<file path="config.mk">
export PLATFORM = sky130hd
export DESIGN_NAME = exec_core
export DESIGN_NICKNAME = d
export VERILOG_FILES = /design/src/logic/i8080_pkg.sv /design/src/logic/exec_core.sv /design/src/logic/alu_datapath.sv /design/src/logic/reg_bank.sv /design/src/logic/op_decoder.sv /design/src/logic/apb_port.sv
export SDC_FILE = /design/constraint.sdc
export NUM_CORES = 1
export LEC_CHECK = 0
export BUFFER_PORTS_ARGS = -buffer_cell sky130_fd_sc_hd__buf_2
export CORE_ASPECT_RATIO = 0.75
export CORE_MARGIN = 3
export CORE_UTILIZATION = 35
export DETAILED_ROUTE_END_ITERATION = 10
export PLACE_DENSITY_LB_ADDON = 0.15
export SLEW_MARGIN = 20
export SYNTH_ARGS = -nofsm -noshare
export SYNTH_HDL_FRONTEND = slang
export SYNTH_HIERARCHICAL = 1
export SYNTH_SLANG_ARGS = --single-unit
export TNS_END_PERCENT = 50
</file>
<file path="constraint.sdc">
create_clock -name clk -period 7.2 [get_ports clk]
set_clock_uncertainty 0.15 [all_clocks]
set_input_delay 0.72 -clock clk [delete_from_list [all_inputs] [get_ports clk]]
set_output_delay 0.72 -clock clk [all_outputs]
set_load 0.005 [all_outputs]
</file>
<file path="src/logic/i8080_pkg.sv">
`default_nettype none

package i8080_pkg;

   localparam int DATA_W = 8;
   localparam int ADDR_W = 4;

   // bit positions in the flag byte
   localparam int FLAG_S  = 7;
   localparam int FLAG_Z  = 6;
   localparam int FLAG_AC = 4;
   localparam int FLAG_P  = 2;
   localparam int FLAG_C  = 0;

   // apb map, registers sit at their own codes
   localparam logic [ADDR_W-1:0] ADDR_PSW    = 4'h8;
   localparam logic [ADDR_W-1:0] ADDR_OPCODE = 4'hC;

   typedef enum logic [4:0] {
      op_nop,
      op_mov,
      op_inr,
      op_dcr,
      op_add,
      op_adc,
      op_sub,
      op_sbb,
      op_ana,
      op_xra,
      op_ora,
      op_cmp,
      op_rlc,
      op_rrc,
      op_ral,
      op_rar,
      op_daa,
      op_cma,
      op_stc,
      op_cmc
   } alu_op_e;

   // instruction register field encoding
   typedef enum logic [2:0] {
      reg_b = 3'd0,
      reg_c = 3'd1,
      reg_d = 3'd2,
      reg_e = 3'd3,
      reg_h = 3'd4,
      reg_l = 3'd5,
      reg_m = 3'd6,
      reg_a = 3'd7
   } reg_code_e;

   typedef struct packed {
      alu_op_e   op;
      reg_code_e dst;
      reg_code_e src;
      logic      legal;
   } exec_req_t;

   typedef struct packed {
      logic              valid;
      logic [ADDR_W-1:0] addr;
      logic [DATA_W-1:0] data;
   } host_wr_t;

   typedef struct packed {
      logic s;
      logic z;
      logic ac;
      logic p;
      logic c;
   } flags_t;

endpackage

`default_nettype wire
</file>
<file path="src/logic/exec_core.sv">
`timescale 1ns/10ps
`default_nettype none

module exec_core import i8080_pkg::*;
(
   input  logic              clk,
   input  logic              reset,
   input  logic              psel,
   input  logic              penable,
   input  logic              pwrite,
   input  logic [ADDR_W-1:0] paddr,
   input  logic [DATA_W-1:0] pwdata,
   output logic [DATA_W-1:0] prdata,
   output logic              pready,
   output logic              pslverr
);

   host_wr_t          host_wr;
   exec_req_t         dec_req;
   exec_req_t         req_q;
   flags_t            flags;
   reg_code_e         wr_sel;
   logic [DATA_W-1:0] opcode;
   logic [DATA_W-1:0] rd_a;
   logic [DATA_W-1:0] rd_b;
   logic [DATA_W-1:0] acc;
   logic [DATA_W-1:0] wr_data;
   logic              start;
   logic              go;
   logic              done;
   logic              wr_en;

   apb_port u_apb (
      .clk      (clk),
      .reset    (reset),
      .psel     (psel),
      .penable  (penable),
      .pwrite   (pwrite),
      .paddr    (paddr),
      .pwdata   (pwdata),
      .prdata   (prdata),
      .pready   (pready),
      .pslverr  (pslverr),
      .host_wr  (host_wr),
      .opcode   (opcode),
      .start    (start),
      .done     (done),
      .legal    (req_q.legal),
      .rd_reg   (rd_b),
      .rd_acc   (acc),
      .rd_flags (flags)
   );

   op_decoder u_dec (
      .opcode (opcode),
      .req    (dec_req)
   );

   // decode to execute stage
   always_ff @(posedge clk or posedge reset)
   begin
      if (reset)
         go <= 1'b0;
      else
         go <= start;
   end

   always_ff @(posedge clk)
   begin
      req_q <= dec_req;
   end

   // port b follows the apb address for readback
   reg_bank u_regs (
      .clk      (clk),
      .reset    (reset),
      .host_wr  (host_wr),
      .rd_sel_a (req_q.src),
      .rd_sel_b (reg_code_e'(paddr[2:0])),
      .rd_a     (rd_a),
      .rd_b     (rd_b),
      .wr_en    (wr_en),
      .wr_sel   (wr_sel),
      .wr_data  (wr_data)
   );

   alu_datapath u_alu (
      .clk     (clk),
      .reset   (reset),
      .req     (req_q),
      .go      (go),
      .host_wr (host_wr),
      .operand (rd_a),
      .acc     (acc),
      .flags   (flags),
      .wr_en   (wr_en),
      .wr_sel  (wr_sel),
      .wr_data (wr_data),
      .done    (done)
   );

endmodule

`default_nettype wire

</file>
<file path="src/logic/alu_datapath.sv">
`timescale 1ns/10ps
`default_nettype none

module alu_datapath import i8080_pkg::*;
(
   input  logic              clk,
   input  logic              reset,
   input  exec_req_t         req,
   input  logic              go,
   input  host_wr_t          host_wr,
   input  logic [DATA_W-1:0] operand,
   output logic [DATA_W-1:0] acc,
   output flags_t            flags,
   output logic              wr_en,
   output reg_code_e         wr_sel,
   output logic [DATA_W-1:0] wr_data,
   output logic              done
);

   logic [DATA_W-1:0] src_val;
   logic [DATA_W-1:0] x;
   logic [DATA_W-1:0] r;
   logic [DATA_W-1:0] sum;
   logic [DATA_W-1:0] cy;
   logic [DATA_W-1:0] res;
   logic [DATA_W-1:0] daa_fix;
   logic [DATA_W:0]   daa_lo_sum;
   logic              cin;
   logic              carry;
   logic              tmp_c;
   logic              daa_lo;
   logic              daa_hi;
   logic              szp_upd;
   logic              exec;
   logic              reg_op;
   logic              acc_we;
   flags_t            flags_nxt;

   assign src_val = (req.src == reg_a) ? acc : operand;

   // decimal adjust, high check on the low-adjusted value
   assign daa_lo     = (acc[3:0] > 4'd9) | flags.ac;
   assign daa_lo_sum = {1'b0, acc} + (daa_lo ? 9'd6 : 9'd0);
   assign daa_hi     = daa_lo_sum[DATA_W] | (daa_lo_sum[7:4] > 4'd9) | flags.c;
   assign daa_fix    = {daa_hi ? 4'h6 : 4'h0, daa_lo ? 4'h6 : 4'h0};

   // adder inputs, subtract adds the inverted operand
   always_comb
   begin
      r   = acc;
      x   = src_val;
      cin = 1'b0;
      case (req.op)
         op_inr:
         begin
            r   = src_val;
            x   = '0;
            cin = 1'b1;
         end
         op_dcr:
         begin
            r = src_val;
            x = '1;
         end
         op_adc:
            cin = tmp_c;
         op_sub, op_cmp:
         begin
            x   = ~src_val;
            cin = 1'b1;
         end
         op_sbb:
         begin
            x   = ~src_val;
            cin = ~tmp_c;
         end
         op_daa:
            x = daa_fix;
         default:
            cin = 1'b0;
      endcase
   end

   // ripple carry chain
   always_comb
   begin
      carry = cin;
      for (int i = 0; i < DATA_W; i++)
      begin
         sum[i] = x[i] ^ r[i] ^ carry;
         carry  = (x[i] & r[i]) | (carry & (x[i] | r[i]));
         cy[i]  = carry;
      end
   end

   always_comb
   begin
      res       = acc;
      flags_nxt = flags;
      szp_upd   = 1'b0;
      case (req.op)
         op_mov:
            res = src_val;
         // c is kept
         op_inr, op_dcr:
         begin
            res          = sum;
            flags_nxt.ac = cy[3];
            szp_upd      = 1'b1;
         end
         op_add, op_adc:
         begin
            res          = sum;
            flags_nxt.ac = cy[3];
            flags_nxt.c  = cy[7];
            szp_upd      = 1'b1;
         end
         // carry out inverted gives the borrow
         op_sub, op_sbb, op_cmp:
         begin
            res          = sum;
            flags_nxt.ac = cy[3];
            flags_nxt.c  = ~cy[7];
            szp_upd      = 1'b1;
         end
         op_ana:
         begin
            res          = acc & src_val;
            flags_nxt.ac = acc[3] | src_val[3];
            flags_nxt.c  = 1'b0;
            szp_upd      = 1'b1;
         end
         op_xra, op_ora:
         begin
            res          = (req.op == op_xra) ? (acc ^ src_val) : (acc | src_val);
            flags_nxt.ac = 1'b0;
            flags_nxt.c  = 1'b0;
            szp_upd      = 1'b1;
         end
         op_rlc:
         begin
            res         = {acc[6:0], acc[7]};
            flags_nxt.c = acc[7];
         end
         op_rrc:
         begin
            res         = {acc[0], acc[7:1]};
            flags_nxt.c = acc[0];
         end
         op_ral:
         begin
            res         = {acc[6:0], tmp_c};
            flags_nxt.c = acc[7];
         end
         op_rar:
         begin
            res         = {tmp_c, acc[7:1]};
            flags_nxt.c = acc[0];
         end
         op_daa:
         begin
            res          = sum;
            flags_nxt.ac = cy[3];
            flags_nxt.c  = daa_hi;
            szp_upd      = 1'b1;
         end
         op_cma:
            res = ~acc;
         op_stc:
            flags_nxt.c = 1'b1;
         op_cmc:
            flags_nxt.c = ~flags.c;
         default:
            szp_upd = 1'b0;
      endcase
      if (szp_upd)
      begin
         flags_nxt.s = res[7];
         flags_nxt.z = (res == '0);
         flags_nxt.p = ~^res;
      end
   end

   assign exec   = go & req.legal;
   assign reg_op = (req.op == op_mov) | (req.op == op_inr) | (req.op == op_dcr);
   assign acc_we = exec & (req.dst == reg_a) & (req.op != op_cmp) & (req.op != op_nop);

   assign wr_en   = exec & reg_op & (req.dst != reg_a);
   assign wr_sel  = req.dst;
   assign wr_data = res;

   always_ff @(posedge clk or posedge reset)
   begin
      if (reset)
      begin
         acc   <= '0;
         flags <= '0;
         tmp_c <= 1'b0;
         done  <= 1'b0;
      end
      else
      begin
         done <= go;
         // carry copy taken ahead of the execute cycle
         if (!go)
            tmp_c <= flags.c;
         if (host_wr.valid && (host_wr.addr == ADDR_W'(reg_a)))
            acc <= host_wr.data;
         else if (acc_we)
            acc <= res;
         if (host_wr.valid && (host_wr.addr == ADDR_PSW))
            flags <= '{s:  host_wr.data[FLAG_S],
                       z:  host_wr.data[FLAG_Z],
                       ac: host_wr.data[FLAG_AC],
                       p:  host_wr.data[FLAG_P],
                       c:  host_wr.data[FLAG_C]};
         else if (exec)
            flags <= flags_nxt;
      end
   end

   // one go pulse per opcode, so done is a single cycle
   a_done_after_go: assert property (@(posedge clk) disable iff (reset)
      go |=> !go);

endmodule

`default_nettype wire

</file>
<file path="src/logic/reg_bank.sv">
`timescale 1ns/10ps
`default_nettype none

module reg_bank import i8080_pkg::*;
(
   input  logic              clk,
   input  logic              reset,
   input  host_wr_t          host_wr,
   input  reg_code_e         rd_sel_a,
   input  reg_code_e         rd_sel_b,
   output logic [DATA_W-1:0] rd_a,
   output logic [DATA_W-1:0] rd_b,
   input  logic              wr_en,
   input  reg_code_e         wr_sel,
   input  logic [DATA_W-1:0] wr_data
);

   // b, c, d, e, h, l
   logic [DATA_W-1:0] regs [6];
   logic              host_hit;

   assign host_hit = host_wr.valid && (host_wr.addr <= ADDR_W'(reg_l));

   always_ff @(posedge clk or posedge reset)
   begin
      if (reset)
      begin
         for (int i = 0; i < 6; i++)
            regs[i] <= '0;
      end
      else if (host_hit)
         regs[host_wr.addr[2:0]] <= host_wr.data;
      else if (wr_en && (wr_sel <= reg_l))
         regs[wr_sel] <= wr_data;
   end

   // codes m and a are not held here
   assign rd_a = (rd_sel_a <= reg_l) ? regs[rd_sel_a] : '0;
   assign rd_b = (rd_sel_b <= reg_l) ? regs[rd_sel_b] : '0;

   // apb sequencing keeps host writes away from the writeback cycle
   a_no_wr_clash: assert property (@(posedge clk) disable iff (reset)
      !(host_wr.valid && wr_en));

endmodule

`default_nettype wire

</file>
<file path="src/logic/op_decoder.sv">
`timescale 1ns/10ps
`default_nettype none

module op_decoder import i8080_pkg::*;
(
   input  logic [DATA_W-1:0] opcode,
   output exec_req_t         req
);

   reg_code_e ddd;
   reg_code_e sss;

   // pattern compare, bits set in mask are don't care
   function automatic logic match
   (
      input logic [DATA_W-1:0] op,
      input logic [DATA_W-1:0] pat,
      input logic [DATA_W-1:0] mask
   );
      return &(~(op ^ pat) | mask);
   endfunction

   function automatic alu_op_e arith_op(input logic [2:0] f);
      case (f)
         3'd0:    return op_add;
         3'd1:    return op_adc;
         3'd2:    return op_sub;
         3'd3:    return op_sbb;
         3'd4:    return op_ana;
         3'd5:    return op_xra;
         3'd6:    return op_ora;
         default: return op_cmp;
      endcase
   endfunction

   function automatic alu_op_e acc_op(input logic [2:0] f);
      case (f)
         3'd0:    return op_rlc;
         3'd1:    return op_rrc;
         3'd2:    return op_ral;
         3'd3:    return op_rar;
         3'd4:    return op_daa;
         3'd5:    return op_cma;
         3'd6:    return op_stc;
         default: return op_cmc;
      endcase
   endfunction

   assign ddd = reg_code_e'(opcode[5:3]);
   assign sss = reg_code_e'(opcode[2:0]);

   always_comb
   begin
      // unmatched codes fall through as an illegal nop
      req.op    = op_nop;
      req.dst   = reg_a;
      req.src   = reg_a;
      req.legal = 1'b0;
      if (match(opcode, 8'b00000000, 8'b00000000))
         req.legal = 1'b1;
      else if (match(opcode, 8'b01000000, 8'b00111111))
      begin
         // hlt is 01110110 and is rejected as a mov with m
         req.op    = op_mov;
         req.dst   = ddd;
         req.src   = sss;
         req.legal = (ddd != reg_m) && (sss != reg_m);
      end
      else if (match(opcode, 8'b00000100, 8'b00111000))
      begin
         req.op    = op_inr;
         req.dst   = ddd;
         req.src   = ddd;
         req.legal = (ddd != reg_m);
      end
      else if (match(opcode, 8'b00000101, 8'b00111000))
      begin
         req.op    = op_dcr;
         req.dst   = ddd;
         req.src   = ddd;
         req.legal = (ddd != reg_m);
      end
      else if (match(opcode, 8'b10000000, 8'b00111111))
      begin
         req.op    = arith_op(opcode[5:3]);
         req.src   = sss;
         req.legal = (sss != reg_m);
      end
      else if (match(opcode, 8'b00000111, 8'b00111000))
      begin
         req.op    = acc_op(opcode[5:3]);
         req.legal = 1'b1;
      end
   end

endmodule

`default_nettype wire

</file>
<file path="src/logic/apb_port.sv">
`timescale 1ns/10ps
`default_nettype none

module apb_port import i8080_pkg::*;
(
   input  logic              clk,
   input  logic              reset,
   input  logic              psel,
   input  logic              penable,
   input  logic              pwrite,
   input  logic [ADDR_W-1:0] paddr,
   input  logic [DATA_W-1:0] pwdata,
   output logic [DATA_W-1:0] prdata,
   output logic              pready,
   output logic              pslverr,
   output host_wr_t          host_wr,
   output logic [DATA_W-1:0] opcode,
   output logic              start,
   input  logic              done,
   input  logic              legal,
   input  logic [DATA_W-1:0] rd_reg,
   input  logic [DATA_W-1:0] rd_acc,
   input  flags_t            rd_flags
);

   typedef enum logic [1:0] {st_idle, st_exec, st_done} state_e;

   state_e            state;
   logic              access;
   logic              addr_reg;
   logic              addr_psw;
   logic              addr_op;
   logic              op_write;
   logic              bad_addr;
   logic [DATA_W-1:0] flag_byte;

   assign access   = psel & penable;
   assign addr_reg = (paddr <= ADDR_W'(reg_l)) | (paddr == ADDR_W'(reg_a));
   assign addr_psw = (paddr == ADDR_PSW);
   assign addr_op  = (paddr == ADDR_OPCODE);
   assign op_write = access & pwrite & addr_op & (state == st_idle);
   // the opcode register is write only
   assign bad_addr = ~(addr_reg | addr_psw | (addr_op & pwrite));

   // direct register and psw writes land on this edge
   assign host_wr.valid = access & pwrite & (addr_reg | addr_psw) & (state == st_idle);
   assign host_wr.addr  = paddr;
   assign host_wr.data  = pwdata;

   // bits 5 and 3 are zero, bit 1 is one
   assign flag_byte = {rd_flags.s, rd_flags.z, 1'b0, rd_flags.ac,
                       1'b0, rd_flags.p, 1'b1, rd_flags.c};

   always_comb
   begin
      if (addr_psw)
         prdata = flag_byte;
      else if (paddr == ADDR_W'(reg_a))
         prdata = rd_acc;
      else if (addr_reg)
         prdata = rd_reg;
      else
         prdata = '0;
   end

   // opcode writes wait for the writeback cycle
   assign pready = access & (((state == st_idle) & ~(pwrite & addr_op)) | (state == st_done));

   assign pslverr = access & (((state == st_idle) & bad_addr) | ((state == st_done) & ~legal));

   always_ff @(posedge clk or posedge reset)
   begin
      if (reset)
      begin
         state <= st_idle;
         start <= 1'b0;
      end
      else
      begin
         start <= op_write;
         case (state)
            st_idle:
               if (op_write)
                  state <= st_exec;
            st_exec:
               state <= st_done;
            // stay pending until the datapath reports writeback
            st_done:
               if (done)
                  state <= st_idle;
            default:
               state <= st_idle;
         endcase
      end
   end

   always_ff @(posedge clk)
   begin
      if (op_write)
         opcode <= pwdata;
   end

   // one opcode in flight at a time
   a_single_exec: assert property (@(posedge clk) disable iff (reset)
      start |=> (!start throughout done [->1]));

endmodule

`default_nettype wire

</file>
== Word-level counts from Yosys, hierarchy flattened ==
Cells that the tools add are included.
Operators by class
  bitwise operators: 102
  mux-type cells: 52
  equality and inequality tests: 38
  magnitude comparators: 11
  reduce and logical (&&, ||, !) cells: 40
  add/subtract/negate cells: 1
Operator list (count)
  2-to-1 mux 8 bit: 17
  bitwise mux 48 bit: 2
  2-to-1 mux 48 bit: 2
  case mux 8 bit (9 select lines): 1
  inverter 8 bit: 8
  binary-select mux 8 bit (select 3 bit): 2
  demux 8 bit (select 3 bit): 2
  equality test 5 x 4 -> 1 bit, second input constant: 8
  case mux 5 bit (7 select lines): 1
  AND 1 bit: 34
  case mux 8 bit (4 select lines): 1
  case mux 4 bit (7 select lines): 1
  bitwise OR 1 bit: 27
  equality test 5 x 3 -> 1 bit, second input constant: 4
  equality test 5 bit, second input constant: 4
  2-to-1 mux 5 bit: 4
  XOR 1 bit: 16
  equality test 3 bit, second input constant: 5
  2-to-1 mux 3 bit: 5
  AND reduction 5 bit: 3
  >= comparator 4 bit, second input constant: 3
  inverter 3 -> 4 bit: 3
  AND reduction 2 bit: 6
  OR reduction 2 bit: 6
  other kinds (43): 79
Storage, ports and cells
  word-level logic and storage cells: 268
  flip-flop bits (word level): 87
  output and inout bits: 10
  bits of input ports: 17

== Longest topological paths before layout ==
  word-level depth: 30
  mapped depth: 26
  gate-level depth less buffers: 25

== Modules after synthesis ==
The synthesis kept the hierarchy.
By module, submodules not included
  reg_bank: times used 1, cells an instance 299, area an instance 3259.4 um^2, sequential area each 1201.2 um^2
  alu_datapath: times used 1, cells an instance 382, area an instance 2911.5 um^2, sequential area each 375.4 um^2
  apb_port: times used 1, cells an instance 60, area an instance 651.9 um^2, sequential area each 315.3 um^2
  exec_core: times used 1, cells an instance 14, area an instance 269.0 um^2, sequential area each 265.3 um^2
  op_decoder: times used 1, cells an instance 40, area an instance 237.7 um^2, sequential area each 0.0 um^2

== Least setup slack after synthesis ==
No wires, ideal clock.
  path kind: reg-to-reg
  start: register req_q[3] (netlist bit)
  end: register, netlist name u_alu/flags[1]
  cell stages (with the launch flop): 26
  library setup time: 0.077 ns
  period minus slack after synthesis: 6.400 ns
  path slack: 0.800 ns
  path buffers: 1
  required time: 6.973 ns
  arrival: 6.173 ns
  cell sequence: dfxtp_1 -> buf_2 -> mux4_2 -> inv_1 -> o22ai_1 -> mux2i_1 -> inv_2 -> a211o_1 -> a22oi_1 -> fa_1 -> inv_1 -> fa_1 -> fa_1 -> fa_1 -> fa_1 -> fa_1 -> fa_1 -> fa_1 -> o21bai_1 -> nand4_1 -> inv_1 -> ha_1 -> xnor2_1 -> xnor2_1 -> mux2i_1 -> a21oi_1
Between the ends
  longest elaborated chain between the ends: 29
  elaborated cells on any way between the ends: 64
  classes of those cells: 1 x order compare; 1 x eq/ne; 12 x mux; 49 x bitwise; 1 x reduce/logical
RTL lines
  start, declared: line exec_core.sv:20  | exec_req_t req_q;
  start signal, assigned: line exec_core.sv:70  | req_q <= dec_req;
  inverter 3 -> 4 bit (implied by the code): line reg_bank.sv:38  | assign rd_a = (rd_sel_a <= reg_l) ? regs[rd_sel_a] : '0;
  binary-select mux 8 bit (select 3 bit): line reg_bank.sv:38
  2-to-1 mux 8 bit (implied by the code) (2 in series): line reg_bank.sv:38
  2-to-1 mux 8 bit *: line reg_bank.sv:38
  named net rd_a[0]: line exec_core.sv:24  | logic [DATA_W-1:0] rd_a;
  2-to-1 mux 8 bit *: line alu_datapath.sv:39  | assign src_val = (req.src == reg_a) ? acc : operand;
  inverter 8 bit: line alu_datapath.sv:69, alu_datapath.sv:74
  case mux 8 bit (4 select lines): line alu_datapath.sv:53  | case (req.op)
  (+14 left out)
  bitwise OR 1 bit *: line alu_datapath.sv:91  | carry = (x[i] & r[i]) | (carry & (x[i] | r[i]));
  XOR 1 bit *: line alu_datapath.sv:90  | sum[i] = x[i] ^ r[i] ^ carry;
  case mux 8 bit (9 select lines) *: line alu_datapath.sv:101  | case (req.op)
  named net wr_data[7]: line exec_core.sv:27  | logic [DATA_W-1:0] wr_data;
  XNOR reduction 8 bit *: line alu_datapath.sv:180  | flags_nxt.p = ~^res;
  2-to-1 mux 1 bit *: line alu_datapath.sv:176  | if (szp_upd)
  2-to-1 mux 5 bit *: line alu_datapath.sv:217  | else if (exec)
  2-to-1 mux 5 bit *: line alu_datapath.sv:211  | if (host_wr.valid && (host_wr.addr == ADDR_PSW))
Mark *: on every way through the listed nets, which the timed path passes. The rest lies on a longest branch. The select of a mux whose other input is x is not followed.
A chain may end at the register's enable or synchronous reset.

== Final worst setup path ==
  start: register u_regs/regs[0] (netlist bit)
  end: register u_regs/regs[7] (netlist bit)
Between the ends
  longest elaborated chain between the ends: 27
  elaborated cells on any way between the ends: 29
  classes of those cells: 11 x mux; 18 x bitwise
RTL lines
  start, declared: line reg_bank.sv:19  | logic [DATA_W-1:0] regs [6];
  start signal, assigned by index: line reg_bank.sv:32  | regs[host_wr.addr[2:0]] <= host_wr.data;
  start signal, assigned by index: line reg_bank.sv:34  | regs[wr_sel] <= wr_data;
  binary-select mux 8 bit (select 3 bit) *: line reg_bank.sv:38
  2-to-1 mux 8 bit (implied by the code) * (2 in series): line reg_bank.sv:38
  2-to-1 mux 8 bit *: line reg_bank.sv:38
  named net rd_a[0]: line exec_core.sv:24
  2-to-1 mux 8 bit *: line alu_datapath.sv:39
  inverter 8 bit: line alu_datapath.sv:69, alu_datapath.sv:74
  case mux 8 bit (4 select lines): line alu_datapath.sv:53
  bitwise OR 1 bit: line alu_datapath.sv:91
  (+12 left out)
  AND 1 bit *: line alu_datapath.sv:91
  bitwise OR 1 bit *: line alu_datapath.sv:91
  XOR 1 bit *: line alu_datapath.sv:90
  case mux 8 bit (9 select lines) *: line alu_datapath.sv:101
  named net wr_data[7]: line exec_core.sv:27
  bitwise mux 48 bit *: line reg_bank.sv:34
  2-to-1 mux 48 bit *: line reg_bank.sv:33  | else if (wr_en && (wr_sel <= reg_l))
  2-to-1 mux 48 bit *: line reg_bank.sv:31  | else if (host_hit)
Marked as above.

==> flow_summary_export.csv <==
group,metric,value,unit
drt,routed_wl,24.7,mm
setup_path,worst-path-max-fanout,6,
setup_path,crit_required,7.29,ns
setup_path,cp_top_family,"adder cells",
grt,grt_first_pass_wirelength,38.0,mm
drt,routed_via_density,6.09,
finish,finalNetCount,827,
synthesis,synth_top_area_cell,"dfrtp_1",
setup_path,endpoint_kind,"register",
drt,wl_per_cell,23.2,um
grt,grt_max_degree,49,
drt,vias,6506,
synthesis,syn_nets,841,
synthesis,yosysTopAreaCellShare,22.9,%
synthesis,postSynthCellCount,795,
finish,drive_above_1_share,17.7,%
pwr,vdd_drop_max,0.112,mV
clock_network,clk_latency,0.36,ns
drt,first_iter_violations,813,
drt,drt-pass1-iter-count,9,
clock_network,cts_sinks,87,
grt,antenna_found_initial,0,
floorplanning,coreArea,20400,um2
synthesis,synth.most_common_cell,"dfrtp_1",
setup_path,crit_type,"reg2reg",
synthesis,synth-async-reset-ratio,77.0,%
synthesis,avgSynthCellArea,9.22,um2
drt,drc,0,
setup_path,cp_cell_sequence,"mux4_2 > inv_1 > o22ai_1 > mux2i_2 > inv_2 > a211o_1 > a22oi_1 > fa_1 > inv_1 > fa_1 > fa_1 > fa_1 > fa_1 > fa_1 > fa_1 > fa_1 > o21bai_1 > nand4_1 > buf_4 > a21boi_0 > a32o_1 > a221o_1",
setup_path,slowest_delay,0.50,ns
floorplanning,die_y,131,um
pwr,total_power,0.00135,W
setup_path,slowest_stage,"fa_1",
floorplanning,die-area,22700,um2
status,status,"completed",
setup_path,path_common_cell,"fa_1",
place,port_buffers,26,
timing,period_share,93.6,%
clock_network,htree_levels,3,
pwr,leakage,3.27,nW
clock_network,root_buffer,"clkbuf_16",
synthesis,synth-main-ff-cell,"dfrtp_1",
setup_path,critical_path_buf_inv_count,4,
clock_network,ctsHoldBuffers,0,
drt,ant_nets,0,
timing,timing.fmax,0.148,GHz
grt,met1_usage,33.5,%
synthesis,ys_warn_count,6,
grt,gr-usage-met3,5.11,%
place,hpwl,18.5,mm
setup_path,start_kind,"register",
job,max-cap-violations,0,
clock_network,cts_tree,"done",
floorplanning,pin_count,27,
clock_network,cts_made_buffers,9,
timing,period_minus_slack,6.74,ns
worst_hold_path,hold_path.class,"in2async",
timing,setup_tns,0,ns
timing,maxSlewViolCount,0,
floorplanning,num_rows,45,
floorplanning,die_w,173,um
grt,grt_pass1_vias,6262,
clock_network,path_clk_slew,0.07,ns
timing,setup_viol,0,
finish,fill_cells,2039,
pwr,power_density,171,nW/um2
timing,relSlewSlack,32.2,%
finish,areaGrowthSynthToFinish,7.36,%
setup_path,arrival,6.83,ns
synthesis,ys_seq_area_share,29.4,%
grt,grt_overflow,0,
synthesis,synth_edf_count,8,
synthesis,synth.distinct_cells,91,
grt,busiest_layer,"met1",
floorplanning,initial_core_util,36.0,%
finish,diodes,0,
synthesis,ys_top_cells_by_count,"67 x dfrtp_1, 59 x o21ai_0, 55 x inv_1",
synthesis,synthTopCellsByArea,"dfrtp_1 23%, mux4_2 4.9%, mux2_2 4.6%",
place,gp_congestion,0.879,
synthesis,netlist_area,7330,um2
clock_network,clk_path_buf_depth,2,
grt,grt_use_met2,29.3,%
timing,rsz0062_at_grt,"false",
synthesis,ys_seq_elements,87,
timing,worst_pin_slew,1.01,ns
timing,hold_viol_final,0,
grt,grt_usage,21.4,%
-- worst register-to-register path: stages, from the launching register on --
cell      delay, ns
dfrtp_1        0.40
mux4_2         0.46
inv_1          0.07
o22ai_1        0.09
mux2i_2        0.34
inv_2          0.13
a211o_1        0.31
a22oi_1        0.23
fa_1           0.22
inv_1          0.05
fa_1           0.37
fa_1           0.39
fa_1           0.42
fa_1           0.41
fa_1           0.42
fa_1           0.42
fa_1           0.50
o21bai_1       0.13
nand4_1        0.15
buf_4          0.19
a21boi_0       0.16
a32o_1         0.31
a221o_1        0.29
-- through the flow --
step | hold slack (ns) | worst slack, ns | cell area [um2] | std cells | utilization [%]
floorplan | 0.181 | 0.800 | 7330 | 795 | -
global placement | 0.196 | 0.408 | 7560 | 1051 | 37.1
detailed placement | 0.194 | 0.236 | 7560 | 1051 | 37.1
CTS | 0.0681 | 0.196 | 7860 | 1067 | 38.5
global route | 0.0743 | 0.219 | 7870 | 1068 | 38.6
finish | 0.0731 | 0.458 | 7870 | 1068 | 38.6
-- power breakdown --
part	leakage, nW	switching, W	total (W)	internal (W)
combinational	2.07	0.000163	0.000289	0.000126
sequential	1.06	0.0000434	0.000568	0.000525
clock	0.149	0.000209	0.000487	0.000279
total	3.27	0.000416	0.00135	0.000930
-- flip-flops by register name (all words and copies together) (netlist names) --
signal,count
u_alu/done,1
u_apb/start,1
u_alu/flags,5
u_alu/acc,8
u_regs/regs,48
u_apb/state,2
req_q,12
u_alu/tmp_c,1
go,1
u_apb/opcode,8
-- logic make-up (layout without fill, tap and decap cells) --
group	count (synthesis)	after routing	share of synthesized area, %
AOI/OAI and AO/OA	259	259	24.6
and+or+nand+nor	196	196	14.7
buffers and inverters	125	116	8.06
muxes	95	95	17.0
DFF	87	87	29.4
adders and majority gates	29	29	5.77
xor gates and xnor gates	4	4	0.478
-- routing by layer --
| metal | vias to the layer above | wire length (um) |
|---|---|---|
| met2 | 299 | 10100 |
| met3 | 34 | 2210 |
| met5 | - | 0 |
| met1 | 3243 | 12100 |
| li1 | 2930 | - |
| met4 | 0 | 348 |
-- layout by cell type, fill, tap and decap left out, types with 8 or more instances in the layout --
master / n
dfrtp_1: 67
o21ai_0: 59
inv_1: 54
nand2_1: 50
a21oi_1: 46
nor2_1: 38
mux2i_1: 32
mux2_2: 30
buf_2: 26
o22ai_1: 21
nand2b_1: 21
ha_1: 21
buf_4: 17
mux4_2: 16
dfxtp_1: 12
clkbuf_16: 9
nand3_1: 9
mux2_4: 9
nand3b_1: 8
a31o_1: 8
a21o_1: 8
o22a_1: 8
a22oi_1: 8
fa_1: 8
edfxtp_1: 8
-- worst paths after layout --
check	cells past startpoint	startpoint	slack [ns]	endpoint
max	22	u_regs/regs[0]	0.46	u_regs/regs[7]
min	2	reset	0.07	go
max reg2reg	22	u_regs/regs[0]	0.46	u_regs/regs[7]
min reg2reg	0	u_apb/start	0.22	go
max in group asynchronous	2	reset	5.98	u_regs/regs[26]
min in group clk	0	u_apb/start	0.22	go
-- layout make-up --
cell class / count / area [um2] / area share, %
Clock inverter: 5 / 57.6 / 0.731
Tap cell: 282 / 353 / 4.48
Timing Repair Buffer: 43 / 258 / 3.28
Clock buffer: 11 / 243 / 3.08
Inverter: 57 / 215 / 2.73
Multi-Input combinational cell: 583 / 4590 / 58.3
Sequential cell: 87 / 2160 / 27.4
-- repair_timing --
item	CTS	global route
hold endpoints to repair	0	0
setup buffers	0	1
resized for setup	0	1
setup endpoints to repair	0	1
No activity file was read; power rests on OpenSTA's default activity.
